**config.mk**
```make
export PLATFORM = sky130hd
export DESIGN_NAME = rp_top
export DESIGN_NICKNAME = d
export VERILOG_FILES = /design/src/logic/rp_pkg.sv /design/src/logic/adc_frontend.sv /design/src/logic/axil_bus_slave.sv /design/src/logic/ctrl_regs.sv /design/src/logic/dac_frontend.sv /design/src/logic/rp_top.sv /design/src/logic/signal_router.sv
export SDC_FILE = /design/constraint.sdc
export NUM_CORES = 1
export LEC_CHECK = 0
export BUFFER_PORTS_ARGS = -buffer_cell sky130_fd_sc_hd__buf_2
export CAP_MARGIN = 20
export CORE_ASPECT_RATIO = 1.25
export CORE_MARGIN = 3
export CORE_UTILIZATION = 44
export DETAILED_ROUTE_END_ITERATION = 8
export PLACE_DENSITY = 0.74
export SYNTH_ARGS = -nofsm -noshare
export SYNTH_HDL_FRONTEND = slang
export SYNTH_SLANG_ARGS = --single-unit
```
**constraint.sdc**
```tcl
create_clock -name adc_clk -period 4.1 [get_ports adc_clk]
set_clock_uncertainty 0.05 [all_clocks]
set_input_delay 0.82 -clock adc_clk [delete_from_list [all_inputs] [get_ports adc_clk]]
set_output_delay 0.82 -clock adc_clk [all_outputs]
set_load 0.1 [all_outputs]
```
**src/logic/rp_pkg.sv**
```systemverilog
// shared widths, address map, register offsets and bus/config types
// imported by every module of the analog path and bus decode

package rp_pkg;

  ////////////////////////////////////////////////////////////////////////////
  // data widths
  ////////////////////////////////////////////////////////////////////////////

  localparam int ADC_RAW_W = 16;           // raw adc pins, low 2 bits reserved
  localparam int SAMPLE_W  = 14;           // default sample width

  ////////////////////////////////////////////////////////////////////////////
  // address map
  ////////////////////////////////////////////////////////////////////////////

  localparam int REGION_W    = 3;          // region field width
  localparam int REGION_LSB  = 20;         // region sits at addr[22:20]
  localparam int NUM_REGIONS = 8;

  localparam logic [REGION_W-1:0] REGION_HK  = 3'd0;  // housekeeping
  localparam logic [REGION_W-1:0] REGION_DSP = 3'd3;  // dsp routing

  // byte offsets inside a region
  localparam logic [REGION_LSB-1:0] HK_ID_OFS       = 20'h0;
  localparam logic [REGION_LSB-1:0] HK_LOOP_OFS     = 20'h4;
  localparam logic [REGION_LSB-1:0] HK_LED_OFS      = 20'h8;
  localparam logic [REGION_LSB-1:0] DSP_ROUTE_A_OFS = 20'h0;
  localparam logic [REGION_LSB-1:0] DSP_ROUTE_B_OFS = 20'h4;

  localparam logic [31:0] HK_ID_VALUE = 32'h5250_0014;  // read-only id

  // axi response codes
  localparam logic [1:0] AXI_RESP_OKAY   = 2'b00;
  localparam logic [1:0] AXI_RESP_SLVERR = 2'b10;

  ////////////////////////////////////////////////////////////////////////////
  // types
  ////////////////////////////////////////////////////////////////////////////

  // per-channel routing opcode
  typedef enum logic [1:0] {
    ROUTE_PASS  = 2'd0,                    // own channel
    ROUTE_CROSS = 2'd1,                    // other channel
    ROUTE_NEG   = 2'd2,                    // own channel, saturating negate
    ROUTE_ZERO  = 2'd3
  } route_op_e;

  // one register access
  typedef struct packed {
    logic                  wr;
    logic                  rd;
    logic [REGION_W-1:0]   region;
    logic [REGION_LSB-1:0] offset;
    logic [31:0]           wdata;
    logic [3:0]            wstrb;
  } reg_req_t;

  typedef struct packed {
    logic [31:0] rdata;
    logic        err;                      // unmapped offset in a live region
  } reg_rsp_t;

  typedef struct packed {
    route_op_e route_a;
    route_op_e route_b;
  } dsp_cfg_t;

endpackage

```
**src/logic/adc_frontend.sv**
```systemverilog
// stage 1 of the sample path, registers the adc pins and converts to signed
// loop mode swaps in the router outputs after the conversion

`timescale 1ns/1ns

module adc_frontend #(
  parameter int DAT_W = rp_pkg::SAMPLE_W
) (
  input  logic                         adc_clk,
  input  logic                         arst_n_i,
  input  logic [rp_pkg::ADC_RAW_W-1:0] adc_raw_a_i,     // ch a pins
  input  logic [rp_pkg::ADC_RAW_W-1:0] adc_raw_b_i,     // ch b pins
  input  logic                         digital_loop_i,
  input  logic signed [DAT_W-1:0]      loop_a_i,        // from router
  input  logic signed [DAT_W-1:0]      loop_b_i,
  output logic signed [DAT_W-1:0]      smp_a_o,
  output logic signed [DAT_W-1:0]      smp_b_o
);

  import rp_pkg::*;

  // raw code of a zero sample
  localparam logic [DAT_W-1:0] RAW_ZERO = {1'b0, {(DAT_W-1){1'b1}}};

  logic [DAT_W-1:0]        adc_dat_a;
  logic [DAT_W-1:0]        adc_dat_b;
  logic signed [DAT_W-1:0] conv_a;
  logic signed [DAT_W-1:0] conv_b;

  // input register, reserved low bits dropped
  always_ff @(posedge adc_clk or negedge arst_n_i)
  begin
    if (!arst_n_i)
    begin
      adc_dat_a <= RAW_ZERO;
      adc_dat_b <= RAW_ZERO;
    end
    else
    begin
      adc_dat_a <= adc_raw_a_i[ADC_RAW_W-1 -: DAT_W];
      adc_dat_b <= adc_raw_b_i[ADC_RAW_W-1 -: DAT_W];
    end
  end

  // negative-slope offset code to two's complement
  assign conv_a = {adc_dat_a[DAT_W-1], ~adc_dat_a[DAT_W-2:0]};
  assign conv_b = {adc_dat_b[DAT_W-1], ~adc_dat_b[DAT_W-2:0]};

  assign smp_a_o = digital_loop_i ? loop_a_i : conv_a;
  assign smp_b_o = digital_loop_i ? loop_b_i : conv_b;

endmodule

```
**src/logic/axil_bus_slave.sv**
```systemverilog
// axi4-lite slave, one transfer at a time, writes win over reads
// hands single requests to the register block and holds the b/r response

`timescale 1ns/1ns

module axil_bus_slave (
  input  logic             adc_clk,
  input  logic             arst_n_i,
  // write address
  input  logic [31:0]      s_awaddr_i,
  input  logic             s_awvalid_i,
  output logic             s_awready_o,
  // write data
  input  logic [31:0]      s_wdata_i,
  input  logic [3:0]       s_wstrb_i,
  input  logic             s_wvalid_i,
  output logic             s_wready_o,
  // write response
  output logic [1:0]       s_bresp_o,
  output logic             s_bvalid_o,
  input  logic             s_bready_i,
  // read address
  input  logic [31:0]      s_araddr_i,
  input  logic             s_arvalid_i,
  output logic             s_arready_o,
  // read data
  output logic [31:0]      s_rdata_o,
  output logic [1:0]       s_rresp_o,
  output logic             s_rvalid_o,
  input  logic             s_rready_i,
  // register side
  output rp_pkg::reg_req_t req_o,
  input  rp_pkg::reg_rsp_t rsp_i
);

  import rp_pkg::*;

  typedef enum logic [1:0] {
    IDLE,
    WR_RESP,                               // bvalid up, waiting for bready
    RD_RESP                                // rvalid up, waiting for rready
  } bus_state_e;

  bus_state_e  state_q;
  bus_state_e  state_d;
  logic        wr_accept;
  logic        rd_accept;
  logic [31:0] addr;                       // address of the accepted transfer
  logic [1:0]  bresp_q;
  logic [1:0]  rresp_q;
  logic [31:0] rdata_q;

  ////////////////////////////////////////////////////////////////////////////
  // arbitration
  ////////////////////////////////////////////////////////////////////////////

  // aw and w must arrive together, no pending b in idle
  assign wr_accept = (state_q == IDLE) && s_awvalid_i && s_wvalid_i;
  assign rd_accept = (state_q == IDLE) && s_arvalid_i && !wr_accept;

  assign s_awready_o = wr_accept;          // single-cycle pulse
  assign s_wready_o  = wr_accept;
  assign s_arready_o = rd_accept;

  assign addr = wr_accept ? s_awaddr_i : s_araddr_i;

  // request to ctrl_regs, answered in the same cycle
  always_comb
  begin
    req_o        = '0;
    req_o.wr     = wr_accept;
    req_o.rd     = rd_accept;
    req_o.region = addr[REGION_LSB +: REGION_W];  // addr[22:20]
    req_o.offset = addr[REGION_LSB-1:0];
    req_o.wdata  = s_wdata_i;
    req_o.wstrb  = wr_accept ? s_wstrb_i : 4'h0;
  end

  always_comb
  begin
    state_d = state_q;
    case (state_q)
      IDLE:
      begin
        if (wr_accept)
          state_d = WR_RESP;
        else if (rd_accept)
          state_d = RD_RESP;
      end
      WR_RESP: if (s_bready_i) state_d = IDLE;
      RD_RESP: if (s_rready_i) state_d = IDLE;
      default: state_d = IDLE;
    endcase
  end

  always_ff @(posedge adc_clk or negedge arst_n_i)
  begin
    if (!arst_n_i)
      state_q <= IDLE;
    else
      state_q <= state_d;
  end

  // response capture, only read while the matching valid is up
  always_ff @(posedge adc_clk)
  begin
    if (wr_accept)
      bresp_q <= rsp_i.err ? AXI_RESP_SLVERR : AXI_RESP_OKAY;
    if (rd_accept)
    begin
      rresp_q <= rsp_i.err ? AXI_RESP_SLVERR : AXI_RESP_OKAY;
      rdata_q <= rsp_i.rdata;
    end
  end

  assign s_bvalid_o = (state_q == WR_RESP);
  assign s_bresp_o  = bresp_q;
  assign s_rvalid_o = (state_q == RD_RESP);
  assign s_rresp_o  = rresp_q;
  assign s_rdata_o  = rdata_q;

  ////////////////////////////////////////////////////////////////////////////
  // protocol checks
  ////////////////////////////////////////////////////////////////////////////

  a_bvalid_hold: assert property (@(posedge adc_clk) disable iff (!arst_n_i)
    s_bvalid_o && !s_bready_i |=> s_bvalid_o);

  a_rvalid_hold: assert property (@(posedge adc_clk) disable iff (!arst_n_i)
    s_rvalid_o && !s_rready_i |=> s_rvalid_o && $stable(s_rdata_o));

endmodule

```
**src/logic/ctrl_regs.sv**
```systemverilog
// region decoder plus housekeeping (id, loop, leds) and dsp routing registers
// combinational response, unused regions read zero without error

`timescale 1ns/1ns

module ctrl_regs (
  input  logic             adc_clk,
  input  logic             arst_n_i,
  input  rp_pkg::reg_req_t req_i,
  output rp_pkg::reg_rsp_t rsp_o,
  output rp_pkg::dsp_cfg_t dsp_cfg_o,
  output logic             digital_loop_o,
  output logic [7:0]       led_o
);

  import rp_pkg::*;

  logic [NUM_REGIONS-1:0] region_cs;       // one-hot region select
  logic                   hk_sel;
  logic                   dsp_sel;
  logic                   loop_q;
  logic [7:0]             led_q;
  dsp_cfg_t               cfg_q;

  assign region_cs = NUM_REGIONS'(1) << req_i.region;
  assign hk_sel    = region_cs[REGION_HK];
  assign dsp_sel   = region_cs[REGION_DSP];

  ////////////////////////////////////////////////////////////////////////////
  // register writes, all fields live in byte 0
  ////////////////////////////////////////////////////////////////////////////

  always_ff @(posedge adc_clk or negedge arst_n_i)
  begin
    if (!arst_n_i)
    begin
      loop_q        <= 1'b0;
      led_q         <= 8'h00;
      cfg_q.route_a <= ROUTE_PASS;
      cfg_q.route_b <= ROUTE_PASS;
    end
    else if (req_i.wr && req_i.wstrb[0])
    begin
      if (hk_sel && (req_i.offset == HK_LOOP_OFS))
        loop_q <= req_i.wdata[0];
      if (hk_sel && (req_i.offset == HK_LED_OFS))
        led_q <= req_i.wdata[7:0];
      if (dsp_sel && (req_i.offset == DSP_ROUTE_A_OFS))
        cfg_q.route_a <= route_op_e'(req_i.wdata[1:0]);
      if (dsp_sel && (req_i.offset == DSP_ROUTE_B_OFS))
        cfg_q.route_b <= route_op_e'(req_i.wdata[1:0]);
    end
  end

  // read mux, id ignores writes
  always_comb
  begin
    rsp_o = '0;
    if (hk_sel)
    begin
      case (req_i.offset)
        HK_ID_OFS:   rsp_o.rdata = HK_ID_VALUE;
        HK_LOOP_OFS: rsp_o.rdata = {31'd0, loop_q};
        HK_LED_OFS:  rsp_o.rdata = {24'd0, led_q};
        default:     rsp_o.err   = 1'b1;      // hole in hk map
      endcase
    end
    else if (dsp_sel)
    begin
      case (req_i.offset)
        DSP_ROUTE_A_OFS: rsp_o.rdata = {30'd0, cfg_q.route_a};
        DSP_ROUTE_B_OFS: rsp_o.rdata = {30'd0, cfg_q.route_b};
        default:         rsp_o.err   = 1'b1;
      endcase
    end
  end

  assign dsp_cfg_o      = cfg_q;
  assign digital_loop_o = loop_q;
  assign led_o          = led_q;

  // bus slave issues one access per cycle
  a_one_access: assert property (@(posedge adc_clk) disable iff (!arst_n_i)
    !(req_i.wr && req_i.rd));

endmodule

```
**src/logic/dac_frontend.sv**
```systemverilog
// stage 3, two's complement back to the dac's negative-slope code
// also holds the dac reset one cycle past the system reset

`timescale 1ns/1ns

module dac_frontend #(
  parameter int DAT_W = rp_pkg::SAMPLE_W
) (
  input  logic                    adc_clk,
  input  logic                    arst_n_i,
  input  logic signed [DAT_W-1:0] smp_a_i,
  input  logic signed [DAT_W-1:0] smp_b_i,
  output logic [DAT_W-1:0]        dac_dat_a_o,
  output logic [DAT_W-1:0]        dac_dat_b_o,
  output logic                    dac_rst_o      // active high
);

  // dac code of a zero sample
  localparam logic [DAT_W-1:0] DAC_ZERO = {1'b0, {(DAT_W-1){1'b1}}};

  logic dac_rst_q;

  // output register, msb kept and the rest inverted
  always_ff @(posedge adc_clk or negedge arst_n_i)
  begin
    if (!arst_n_i)
    begin
      dac_dat_a_o <= DAC_ZERO;
      dac_dat_b_o <= DAC_ZERO;
    end
    else
    begin
      dac_dat_a_o <= {smp_a_i[DAT_W-1], ~smp_a_i[DAT_W-2:0]};
      dac_dat_b_o <= {smp_b_i[DAT_W-1], ~smp_b_i[DAT_W-2:0]};
    end
  end

  // set by reset, clears on the first edge after release
  always_ff @(posedge adc_clk or negedge arst_n_i)
  begin
    if (!arst_n_i)
      dac_rst_q <= 1'b1;
    else
      dac_rst_q <= 1'b0;
  end

  assign dac_rst_o = dac_rst_q;

endmodule

```
**src/logic/rp_top.sv**
```systemverilog
// board top level, axi4-lite register bus and the three-stage adc to dac path
// everything runs on adc_clk, sample width set here and passed down

`timescale 1ns/1ns

module rp_top #(
  parameter int DAT_W = rp_pkg::SAMPLE_W
) (
  input  logic                         adc_clk,
  input  logic                         arst_n_i,
  // axi4-lite slave port
  input  logic [31:0]                  s_awaddr_i,
  input  logic                         s_awvalid_i,
  output logic                         s_awready_o,
  input  logic [31:0]                  s_wdata_i,
  input  logic [3:0]                   s_wstrb_i,
  input  logic                         s_wvalid_i,
  output logic                         s_wready_o,
  output logic [1:0]                   s_bresp_o,
  output logic                         s_bvalid_o,
  input  logic                         s_bready_i,
  input  logic [31:0]                  s_araddr_i,
  input  logic                         s_arvalid_i,
  output logic                         s_arready_o,
  output logic [31:0]                  s_rdata_o,
  output logic [1:0]                   s_rresp_o,
  output logic                         s_rvalid_o,
  input  logic                         s_rready_i,
  // converters
  input  logic [rp_pkg::ADC_RAW_W-1:0] adc_dat_a_i,   // ch a, low 2 bits reserved
  input  logic [rp_pkg::ADC_RAW_W-1:0] adc_dat_b_i,
  output logic [DAT_W-1:0]             dac_dat_a_o,
  output logic [DAT_W-1:0]             dac_dat_b_o,
  output logic                         dac_rst_o,
  output logic [7:0]                   led_o
);

  import rp_pkg::*;

  reg_req_t                reg_req;
  reg_rsp_t                reg_rsp;
  dsp_cfg_t                dsp_cfg;
  logic                    digital_loop;
  logic signed [DAT_W-1:0] adc_a;          // stage 1 out
  logic signed [DAT_W-1:0] adc_b;
  logic signed [DAT_W-1:0] dsp_a;          // stage 2 out, also loop source
  logic signed [DAT_W-1:0] dsp_b;

  ////////////////////////////////////////////////////////////////////////////
  // system bus and registers
  ////////////////////////////////////////////////////////////////////////////

  axil_bus_slave bus_i (
    .adc_clk     (adc_clk),
    .arst_n_i    (arst_n_i),
    .s_awaddr_i  (s_awaddr_i),
    .s_awvalid_i (s_awvalid_i),
    .s_awready_o (s_awready_o),
    .s_wdata_i   (s_wdata_i),
    .s_wstrb_i   (s_wstrb_i),
    .s_wvalid_i  (s_wvalid_i),
    .s_wready_o  (s_wready_o),
    .s_bresp_o   (s_bresp_o),
    .s_bvalid_o  (s_bvalid_o),
    .s_bready_i  (s_bready_i),
    .s_araddr_i  (s_araddr_i),
    .s_arvalid_i (s_arvalid_i),
    .s_arready_o (s_arready_o),
    .s_rdata_o   (s_rdata_o),
    .s_rresp_o   (s_rresp_o),
    .s_rvalid_o  (s_rvalid_o),
    .s_rready_i  (s_rready_i),
    .req_o       (reg_req),
    .rsp_i       (reg_rsp)
  );

  ctrl_regs regs_i (
    .adc_clk        (adc_clk),
    .arst_n_i       (arst_n_i),
    .req_i          (reg_req),
    .rsp_o          (reg_rsp),
    .dsp_cfg_o      (dsp_cfg),
    .digital_loop_o (digital_loop),
    .led_o          (led_o)
  );

  ////////////////////////////////////////////////////////////////////////////
  // sample path, one register per stage
  ////////////////////////////////////////////////////////////////////////////

  adc_frontend #(.DAT_W(DAT_W)) adc_i (
    .adc_clk        (adc_clk),
    .arst_n_i       (arst_n_i),
    .adc_raw_a_i    (adc_dat_a_i),
    .adc_raw_b_i    (adc_dat_b_i),
    .digital_loop_i (digital_loop),
    .loop_a_i       (dsp_a),
    .loop_b_i       (dsp_b),
    .smp_a_o        (adc_a),
    .smp_b_o        (adc_b)
  );

  signal_router #(.DAT_W(DAT_W)) router_i (
    .adc_clk  (adc_clk),
    .arst_n_i (arst_n_i),
    .cfg_i    (dsp_cfg),
    .smp_a_i  (adc_a),
    .smp_b_i  (adc_b),
    .out_a_o  (dsp_a),
    .out_b_o  (dsp_b)
  );

  dac_frontend #(.DAT_W(DAT_W)) dac_i (
    .adc_clk     (adc_clk),
    .arst_n_i    (arst_n_i),
    .smp_a_i     (dsp_a),
    .smp_b_i     (dsp_b),
    .dac_dat_a_o (dac_dat_a_o),
    .dac_dat_b_o (dac_dat_b_o),
    .dac_rst_o   (dac_rst_o)
  );

endmodule

```
**src/logic/signal_router.sv**
```systemverilog
// stage 2, per-channel route select (pass, cross, negate, zero), registered
// negate saturates so the most negative input gives the most positive output

`timescale 1ns/1ns

module signal_router #(
  parameter int DAT_W = rp_pkg::SAMPLE_W
) (
  input  logic                    adc_clk,
  input  logic                    arst_n_i,
  input  rp_pkg::dsp_cfg_t        cfg_i,
  input  logic signed [DAT_W-1:0] smp_a_i,
  input  logic signed [DAT_W-1:0] smp_b_i,
  output logic signed [DAT_W-1:0] out_a_o,
  output logic signed [DAT_W-1:0] out_b_o
);

  import rp_pkg::*;

  localparam logic signed [DAT_W-1:0] SMP_MIN = {1'b1, {(DAT_W-1){1'b0}}};
  localparam logic signed [DAT_W-1:0] SMP_MAX = {1'b0, {(DAT_W-1){1'b1}}};

  logic signed [DAT_W-1:0] route_a;
  logic signed [DAT_W-1:0] route_b;

  // one channel's route, own and other from the channel's point of view
  function automatic logic signed [DAT_W-1:0] route_smp(
    input route_op_e               op,
    input logic signed [DAT_W-1:0] own,
    input logic signed [DAT_W-1:0] other
  );
    logic signed [DAT_W-1:0] res;
    case (op)
      ROUTE_PASS:  res = own;
      ROUTE_CROSS: res = other;
      ROUTE_NEG:   res = (own == SMP_MIN) ? SMP_MAX : -own;  // clip -min
      default:     res = '0;
    endcase
    return res;
  endfunction

  assign route_a = route_smp(cfg_i.route_a, smp_a_i, smp_b_i);
  assign route_b = route_smp(cfg_i.route_b, smp_b_i, smp_a_i);

  always_ff @(posedge adc_clk or negedge arst_n_i)
  begin
    if (!arst_n_i)
    begin
      out_a_o <= '0;
      out_b_o <= '0;
    end
    else
    begin
      out_a_o <= route_a;
      out_b_o <= route_b;
    end
  end

  // negate never lets -min through to the dac stage
  a_neg_sat_a: assert property (@(posedge adc_clk) disable iff (!arst_n_i)
    cfg_i.route_a == ROUTE_NEG |=> out_a_o != SMP_MIN);
  a_neg_sat_b: assert property (@(posedge adc_clk) disable iff (!arst_n_i)
    cfg_i.route_b == ROUTE_NEG |=> out_b_o != SMP_MIN);

endmodule

```
==> metrics.txt, run 1 <==
status finished clean; DRT antenna net count 0; fraction of layout cells with a size suffix above 1 38.8%; Post-Syn Area 0.00544 mm2; fin crit share 77.0%; dpl hpwl 10.1 mm; LEAKAGE 2.92 nW; Worst Path Buf+Inv 2; via count 4349; Die ar. 0.0137 mm2; Placed Cells 803; Tmin final 3.16 ns; Nets 794; Distinct cells, synth 73; Mean Syn Cell Area 10.5 um2; final setup fails 0; I/O pins 217; TritonRoute pass-1 iters 4; met3 WL post-DR 821 um; CP cell instances inv_2, mux2_2, ha_1, inv_1, a2111oi_4, nand2_1, o21ai_2, nor3b_1, a311oi_1; Rel. slew slack 39.6%; top sig layer met4; port buffer count 146; Via-to-Cell Ratio 5.31; Slowest Stage Delay on Critical Path 0.76 ns; CTS sink cnt 111; kind of end point of the critical path flip-flop; Ys Warns 0; Worst setup SP type flip-flop; CTS tree built; H-tree levels 3; # fillers 1074; initial antenna violation count 0; fin. max-slew vios 0; largest net degree at the start of global routing 54; sequential cell area fraction in the yosys report 53.3%; Final Hold Fails 0; Post-synth EDFFs 11; CP arrival 3.33 ns; pwr dens 408 mW/mm2; post-DR wirelength/cell 16.2 um; crit path max-delay cell type dfrtp_2; die width 105 um; RSZ-0062 raised after global routing no; Post-Layout Cell Count 819; Critical Path Fanout Max 36; asr flop ratio synth 90.1%; initial core utilization 46.0%; Top FF cell, synth dfstp_2; CTS Hold Bufs 0; DRT met1 WL 4.96 mm; Register Area 0.00290 mm2; multi-input logic area 0.00218 mm2; Setup TNS Final 0 ns; global route overflow 0; row count 44; most frequent cells in the layout buf_2, dfstp_2, dfrtp_1, nand2_1, inv_1; DR iter-0 viols 195; Die H 130 um; reg2reg setup slack 0.94 ns; Remaining DRCs 0; Worst Tran Pin Value 0.906 ns; global-route wire length before repair 21.4 mm; clock buffer depth 2; CTS buffer count 9; vias in the first global route 4436; Core Area 0.0118 mm2; Post-CTS Resized 0; Synth-to-Final Area Change 19.4%; final wirelength 13.3 mm; ant diodes 0; Worst Setup Path Type reg -> reg; maximum capacitance violations 0; Max VDD drop 0.331 mV; gr usage total 19.7%; most common cell after layout, fill and taps aside buf_2; hold slack 0.329 ns; flops & latches, synth 111; # Post-CTS Setup Buffers 0; Post-Syn Instances 517; Hold Path Class reg -> reg; clk_lat worst skew 0.35 ns; Peak Freq 317 MHz; routability congestion estimate 0.855; routed wl met2 7.35 mm; delay-heaviest family, CP compound AO/OA/AOI/OAI gates; CP required 4.28 ns; clock root cell clkbuf_16; Worst-path clk slew 0.08 ns
-- registers in the layout, indices dropped and copies added, names as in the netlist, 2 cells and up --
name / flops
adc_i.adc_dat_a: 14
adc_i.adc_dat_b: 14
dac_i.dac_dat_a_o: 14
dac_i.dac_dat_b_o: 14
router_i.out_a_o: 14
router_i.out_b_o: 14
bus_i.s_rdata_o: 9
regs_i.led_o: 8
regs_i.dsp_cfg_o: 4
bus_i.state_q: 2
-- layout make-up --
class,count,share of cell area (%)
multi-input cells,340,33.5
clock inverters,7,1.06
repair buffers,149,11.8
flip-flops and latches,111,44.6
inverters,42,2.46
well taps,161,3.10
clock buffers,9,3.46
-- per-layer routing --
layer	global-route usage (%)	vias up
met5	0	-
met4	7.34	0
met3	4.30	10
met2	36.9	155
met1	22.0	2099
li1	-	2085
-- cell usage after synthesis (6+ instances only) --
library cell	count	area share (%)
o21ai_0	34	3.1
o21ai_1	11	1.0
nor4_1	6	0.69
o22ai_1	9	1.0
edfxtp_1	11	6.1
a21oi_1	26	2.4
o31ai_1	12	1.7
inv_1	38	2.6
nand3_1	6	0.55
buf_4	28	3.9
a31oi_1	11	1.3
clkbuf_1	11	0.76
mux2_2	13	2.7
and2_1	11	1.3
nand2_1	41	2.8
dfrtp_1	47	22
nor2_1	32	2.2
dfstp_2	53	26
nor3_1	8	0.74
-- kinds of logic after synthesis --
logic type,share of synthesized area [%]
mux,5.06
buf+inv,8.21
flops,53.3
other cells,0.0689
fa+ha+maj,0.460
simple gates,16.2
compound gates,16.8
-- path summary, 6_finish.rpt --
check	start	end	cells after the start
max in group asynchronous	arst_n_i	dac_i.dac_dat_a_o[7]$_DFF_PN1_	2
min in group asynchronous	arst_n_i	router_i.out_b_o[6]$_DFF_PN0_	1
min reg2reg	router_i.out_a_o[9]$_DFF_PN0_	dac_i.dac_dat_a_o[9]$_DFF_PN1_	1
max	regs_i.digital_loop_o$_DFFE_PN0P_	router_i.out_b_o[6]$_DFF_PN0_	9
min	router_i.out_a_o[9]$_DFF_PN0_	dac_i.dac_dat_a_o[9]$_DFF_PN1_	1
max reg2reg	regs_i.digital_loop_o$_DFFE_PN0P_	router_i.out_b_o[6]$_DFF_PN0_	9
-- per-stage QoR --
stage          total power, mW  area, um2  utilization (%)  worst slack [ns]
2_1_floorplan             1.70       5520                -             0.398
3_3_place_gp              1.81       6210             52.4             0.984
3_5_place_dp              1.82       6210             52.4             0.972
4_1_cts                   2.67       6500             54.9             0.953
5_1_grt                   2.76       6500             54.9             0.734
6_report                  2.65       6500             54.9             0.945
-- power breakdown --
part / switching (mW) / internal [mW]
Clock: 0.425 / 0.433
Combinational: 0.473 / 0.103
Sequential: 0.0285 / 1.19
-- worst register-to-register path: cells and delay by family, from the launching register on --
| family | cells | cell delay (ns) |
|---|---|---|
| AOI/OAI and AO/OA | 3 | 1.04 |
| adders and majority gates | 1 | 0.19 |
| buffers and inverters | 2 | 0.29 |
| DFF | 1 | 0.76 |
| muxes | 1 | 0.31 |
| and+or+nand+nor | 2 | 0.38 |
No activity file was read; power rests on OpenSTA's default activity.
==> run 2, diff against run 1 <==
--- a/config.mk
+++ b/config.mk
@@ -11,7 +11,7 @@
 export CORE_MARGIN = 3
 export CORE_UTILIZATION = 44
 export DETAILED_ROUTE_END_ITERATION = 8
-export PLACE_DENSITY = 0.74
+export PLACE_DENSITY = 0.76
 export SYNTH_ARGS = -nofsm -noshare
 export SYNTH_HDL_FRONTEND = slang
 export SYNTH_SLANG_ARGS = --single-unit
==> constraint.sdc (replaced) <==
create_clock -name adc_clk -period 2.6 [get_ports adc_clk]
set_clock_uncertainty 0.05 [all_clocks]
set_input_delay 0.52 -clock adc_clk [delete_from_list [all_inputs] [get_ports adc_clk]]
set_output_delay 0.52 -clock adc_clk [all_outputs]
set_load 0.1 [all_outputs]
==> run 2 against run 1 <==
  * Worst setup slack worse by 0.92 ns
  * Maximum frequency up 22%
  * Clock-buffer cell count unchanged
  * Worst hold slack worse by 0.16 ns
  * Global-route usage up 0.19 points
  * Critical path depth up 1
  * Sequential share of layout area down 2.9 points
  * Sequential cell count unchanged
  * Cell area up 7.0%
  * Total power up 61%
  * Die area unchanged
  * Critical endpoint is now router_i.out_a_o[10]$_DFF_PN0_
==> metrics.txt, run 2 (same netlist as run 1, synthesis figures left out) <==
Synth-to-Final Area Change 27.8%; Hold Path Class in -> async; die width 105 um (unchanged); clock buffer depth 2 (unchanged); initial core utilization 46.0% (unchanged); Max VDD drop 0.420 mV (+27%); most frequent cells in the layout buf_2, dfstp_2, dfrtp_1, buf_4, nand2_1; routability congestion estimate 0.886 (+3.7%); global route overflow 0 (unchanged); pre-CTS WS -0.120 ns (-1.09 ns); final wirelength 13.7 mm (+3.6%); Nets 836 (+5.3%); H-tree levels 3 (unchanged); Die ar. 0.0137 mm2 (unchanged); fraction of layout cells with a size suffix above 1 45.0% (+6.2 points); clk_lat worst skew 0.35 ns (about the same); total power 4.26 mW (+61%); crit path max-delay cell type or4_4; Worst Setup Path Type reg -> reg; fin crit share 99.1% (+22 points); Worst Path Buf+Inv 2 (unchanged); Worst Tran Pin Value 0.778 ns (-0.128 ns); pwr dens 613 mW/mm2 (+50%); status finished clean; row count 44 (unchanged); DRT antenna net count 0 (unchanged); global-route wire length before repair 21.6 mm (+1.1%); final worst setup slack 0.0232 ns (-0.921 ns); TritonRoute pass-1 iters 5 (+1); RSZ-0062 raised after global routing yes; CTS sink cnt 111 (unchanged); vias in the first global route 4538 (+2.3%); Via-to-Cell Ratio 5.30 (-0.18%); Setup TNS Final 0 ns (unchanged); Worst-path clk slew 0.08 ns (about the same); hold slack 0.173 ns (-0.157 ns); Die H 130 um (unchanged); fin area 0.00695 mm2 (+7.0%); delay-heaviest family, CP compound AO/OA/AOI/OAI gates; Peak Freq 388 MHz (+22%); fin. max-slew vios 0 (unchanged); kind of end point of the critical path flip-flop; CP cell instances buf_4, nor2_1, a21oi_4, ha_4, o21ai_2, or4_4, buf_4, o211ai_1, o311ai_1, a31oi_1; largest net degree at the start of global routing 101 (+87%); Worst setup SP type flip-flop; Tmin final 2.58 ns (-0.579 ns); CTS tree built; via count 4564 (+4.9%); Placed Cells 835 (+4.0%); CP required 2.82 ns (-1.46 ns); CP dominant cell by count buf_4; Rel. slew slack 48.1% (+8.5 points); Critical Path Fanout Max 8 (-78%); maximum capacitance violations 0 (unchanged); Slowest Stage Delay on Critical Path 0.59 ns (-0.17 ns); gr usage total 19.9% (+0.19 points); final setup fails 0 (unchanged); CTS Hold Bufs 0 (unchanged); I/O pins 217 (unchanged); post-DR wirelength/cell 16.0 um (-1.5%); most common cell after layout, fill and taps aside buf_2; port buffer count 146 (unchanged); Post-Layout Cell Count 861 (+5.1%); Remaining DRCs 0 (unchanged); Final Hold Fails 0 (unchanged); initial antenna violation count 0 (unchanged); fin util 58.8% (+3.8 points); LEAKAGE 3.16 nW (+8.2%); DR iter-0 viols 261 (+34%); CTS buffer count 9 (unchanged); CP arrival 2.79 ns (-0.54 ns); Core Area 0.0118 mm2 (unchanged); placed cell area 0.00650 mm2 (+4.7%); clock root cell clkbuf_16; ant diodes 0 (unchanged); dpl hpwl 10.4 mm (+2.7%)
[run 2: metal layers]
metal  vias up  wire length [um]  GRT usage, %
li1       2158                 -             -
met1      2196              5050          21.5
met2       190              7580          38.0
met3        20               871          4.85
met4         0               248          6.87
met5         -                 0             0
[run 2: where the power goes]
part | switching, mW | internal [mW] | leakage [nW]
Sequential | 0.0458 | 1.88 | 1.24
Combinational | 0.760 | 0.188 | 1.78
Clock | 0.638 | 0.755 | 0.139
[run 2: final timing paths]
check	slack, ns	depth (start not counted)	start	endpoint
worst max-delay path	0.02	10	regs_i.digital_loop_o$_DFFE_PN0P_	router_i.out_a_o[10]$_DFF_PN0_
worst min-delay path	0.17	2	arst_n_i	router_i.out_b_o[5]$_DFF_PN0_
worst max register to register	0.02	10	regs_i.digital_loop_o$_DFFE_PN0P_	router_i.out_a_o[10]$_DFF_PN0_
worst min register to register	0.33	0	router_i.out_a_o[13]$_DFF_PN0_	dac_i.dac_dat_a_o[13]$_DFF_PN0_
max in group asynchronous	1.93	2	arst_n_i	dac_i.dac_dat_a_o[2]$_DFF_PN1_
min in group adc_clk	0.21	1	adc_dat_a_i[4]	adc_i.adc_dat_a[2]$_DFF_PN1_
[run 2: timing repair]
item	4_1_cts	5_1_grt
endpoints found under the setup margin	7	13
gates resized for setup	4	16
pin swaps	2	4
setup buffers	3	7
[run 2: final cells by class]
cell class,count,area [um2]
repair buffers,191,1110
inverters,42,160
flip-flops and latches,111,2900
well taps,161,201
multi-input cells,340,2280
clock inverters,7,78.8
fillers,1016,4880
clock buffers,9,225
==> run 3, diff against run 2 <==
--- a/config.mk
+++ b/config.mk
@@ -5,13 +5,13 @@
 export SDC_FILE = /design/constraint.sdc
 export NUM_CORES = 1
 export LEC_CHECK = 0
-export BUFFER_PORTS_ARGS = -buffer_cell sky130_fd_sc_hd__buf_2
 export CAP_MARGIN = 20
 export CORE_ASPECT_RATIO = 1.25
 export CORE_MARGIN = 3
 export CORE_UTILIZATION = 44
 export DETAILED_ROUTE_END_ITERATION = 8
-export PLACE_DENSITY = 0.76
+export DONT_BUFFER_PORTS = 1
+export PLACE_DENSITY_LB_ADDON = 0.1
 export SYNTH_ARGS = -nofsm -noshare
 export SYNTH_HDL_FRONTEND = slang
 export SYNTH_SLANG_ARGS = --single-unit
==> run 3 against run 2 <==
  * The run now ends with hold timing left
  * Die area did not move
  * Combinational power fell by 30%
  * Cell count fell by 15%
  * Sequential power rose by 9.9%
  * Worst setup slack improved by 0.011 ns
  * Non-clock buffer count fell by 129
  * Worst hold slack got worse by 0.37 ns
==> metrics.txt, run 3 (same netlist as run 1, synthesis figures left out) <==
status finished, violations left; failing checks hold timing; Tmin final 2.57 ns (-0.0108 ns); DRT antenna net count 0 (unchanged); Critical Path Fanout Max 6 (-2); Worst-path clk slew 0.07 ns (about the same); pwr dens 641 mW/mm2 (+4.6%); largest net degree at the start of global routing 101 (unchanged); initial antenna violation count 0 (unchanged); initial core utilization 46.0% (unchanged); fin area 0.00647 mm2 (-7.0%); Rel. slew slack 36.8% (-11 points); Die H 130 um (unchanged); I/O pins 217 (unchanged); DR iter-0 viols 147 (-44%); row count 44 (unchanged); most common cell after layout, fill and taps aside buf_4; Post-Layout Cell Count 734 (-15%); Final Hold Fails 100 (+100); die width 105 um (unchanged); most frequent cells in the layout buf_4, dfstp_2, dfrtp_1, nand2_1, inv_1; placed cell area 0.00591 mm2 (-9.0%); reg2reg setup slack 0.03 ns (about the same); Worst setup SP type flip-flop; Setup TNS Final 0 ns (unchanged); global route overflow 0 (unchanged); Peak Freq 390 MHz (+0.42%); clock buffer depth 2 (unchanged); Worst Tran Pin Value 0.948 ns (+0.170 ns); fin. max-slew vios 0 (unchanged); global-route wire length before repair 20.3 mm (-5.9%); via count 4066 (-11%); fin util 54.6% (-4.1 points); CTS sink cnt 111 (unchanged); Via-to-Cell Ratio 5.54 (+4.5%); CTS buffer count 9 (unchanged); H-tree levels 3 (unchanged); Remaining DRCs 0 (unchanged); final wirelength 13.5 mm (-1.9%); clock root cell clkbuf_16; LEAKAGE 2.68 nW (-15%); vias in the first global route 4070 (-10%); final setup fails 0 (unchanged); Worst Setup Path Type reg -> reg; hold slack -0.195 ns (-0.367 ns); gr usage total 19.0% (-0.92 points); CP required 2.82 ns (about the same); fraction of layout cells with a size suffix above 1 33.7% (-11 points); Nets 709 (-15%); Hold Path Class in -> async; Placed Cells 705 (-16%); CP arrival 2.79 ns (about the same); Die ar. 0.0137 mm2 (unchanged); port buffer count 0 (-100%); RSZ-0062 raised after global routing yes; Core Area 0.0118 mm2 (unchanged); fin crit share 98.7% (-0.42 points); ant diodes 0 (unchanged); Max VDD drop 0.386 mV (-8.1%); maximum capacitance violations 0 (unchanged); Synth-to-Final Area Change 18.8%; dpl hpwl 9.67 mm (-6.6%); CTS tree built; # fillers 1075 (+5.8%); post-DR wirelength/cell 18.4 um (+15%); routability congestion estimate 0.905 (+2.2%); TritonRoute pass-1 iters 4 (-1); clk_lat worst skew 0.36 ns (about the same); kind of end point of the critical path flip-flop
run 3: changes by cell type in the layout (fill, tap and decap cells not counted), moves of 2 or more:
cell / change
mux2_4: +2
mux2_2: -3
buf_2: -143
nor2b_2: +2
nor2b_1: -2
buf_4: +12
inv_6: -2
run 3: path summary, 6_finish.rpt:
check | start | to | cells past startpoint
setup / recovery | regs_i.digital_loop_o$_DFFE_PN0P_ | router_i.out_a_o[2]$_DFF_PN0_ | 9
hold / removal | arst_n_i | router_i.out_b_o[3]$_DFF_PN0_ | 0
setup reg to reg | regs_i.digital_loop_o$_DFFE_PN0P_ | router_i.out_a_o[2]$_DFF_PN0_ | 9
hold reg to reg | router_i.out_a_o[12]$_DFF_PN0_ | dac_i.dac_dat_a_o[12]$_DFF_PN1_ | 1
max in group asynchronous | arst_n_i | dac_i.dac_dat_a_o[6]$_DFF_PN1_ | 0
min in group adc_clk | adc_dat_a_i[5] | adc_i.adc_dat_a[3]$_DFF_PN1_ | 0
run 3: routing by layer:
metal	routed length, um	track usage [%]	up-vias
li1	-	-	1903
met2	7290	34.3	158
met4	371	10.2	0
met5	0	0	-
met1	4970	20.7	1982
met3	858	4.55	23
run 3: through the flow:
step / total power, mW / worst slack (ns)
after global placement: 2.78 / -0.0435
after floorplan: 2.69 / -0.0589
after CTS: 4.18 / 0.00110
after detailed placement: 2.79 / -0.0697
final: 4.15 / 0.0340
after global routing: 4.30 / -0.0695
run 3: power by group:
part	total [mW]	internal, mW	switching (mW)	leakage, nW
Clock	1.38	0.746	0.630	0.134
Combinational	0.666	0.142	0.524	1.30
Sequential	2.11	1.88	0.222	1.24
Total	4.15	2.77	1.38	2.68
run 3: timing repair:
item	in CTS	in global routing
pin swaps	0	8
endpoints found under the setup margin	8	14
gates resized for setup	3	27
hold endpoints to repair	100	100
cloned	0	3
setup buffers	0	11
run 3: cell type report:
cell class	instances	area, um2	area share, %
Clock buffer	9	225	3.48
Clock inverter	7	73.8	1.14
Inverter	42	168	2.59
Multi-Input combinational cell	342	2360	36.6
Sequential cell	111	2900	44.9
Tap cell	161	201	3.12
Timing Repair Buffer	62	533	8.24
run 3: critical path, stage by stage (launching register included):
cell and delay (ns):
dfrtp_2 0.48, clkinv_4 0.10, buf_4 0.15, mux2_4 0.22
ha_4 0.15, o21ai_2 0.08, or4_2 0.78, o21ai_1 0.19
nand2_1 0.08, a31oi_1 0.19
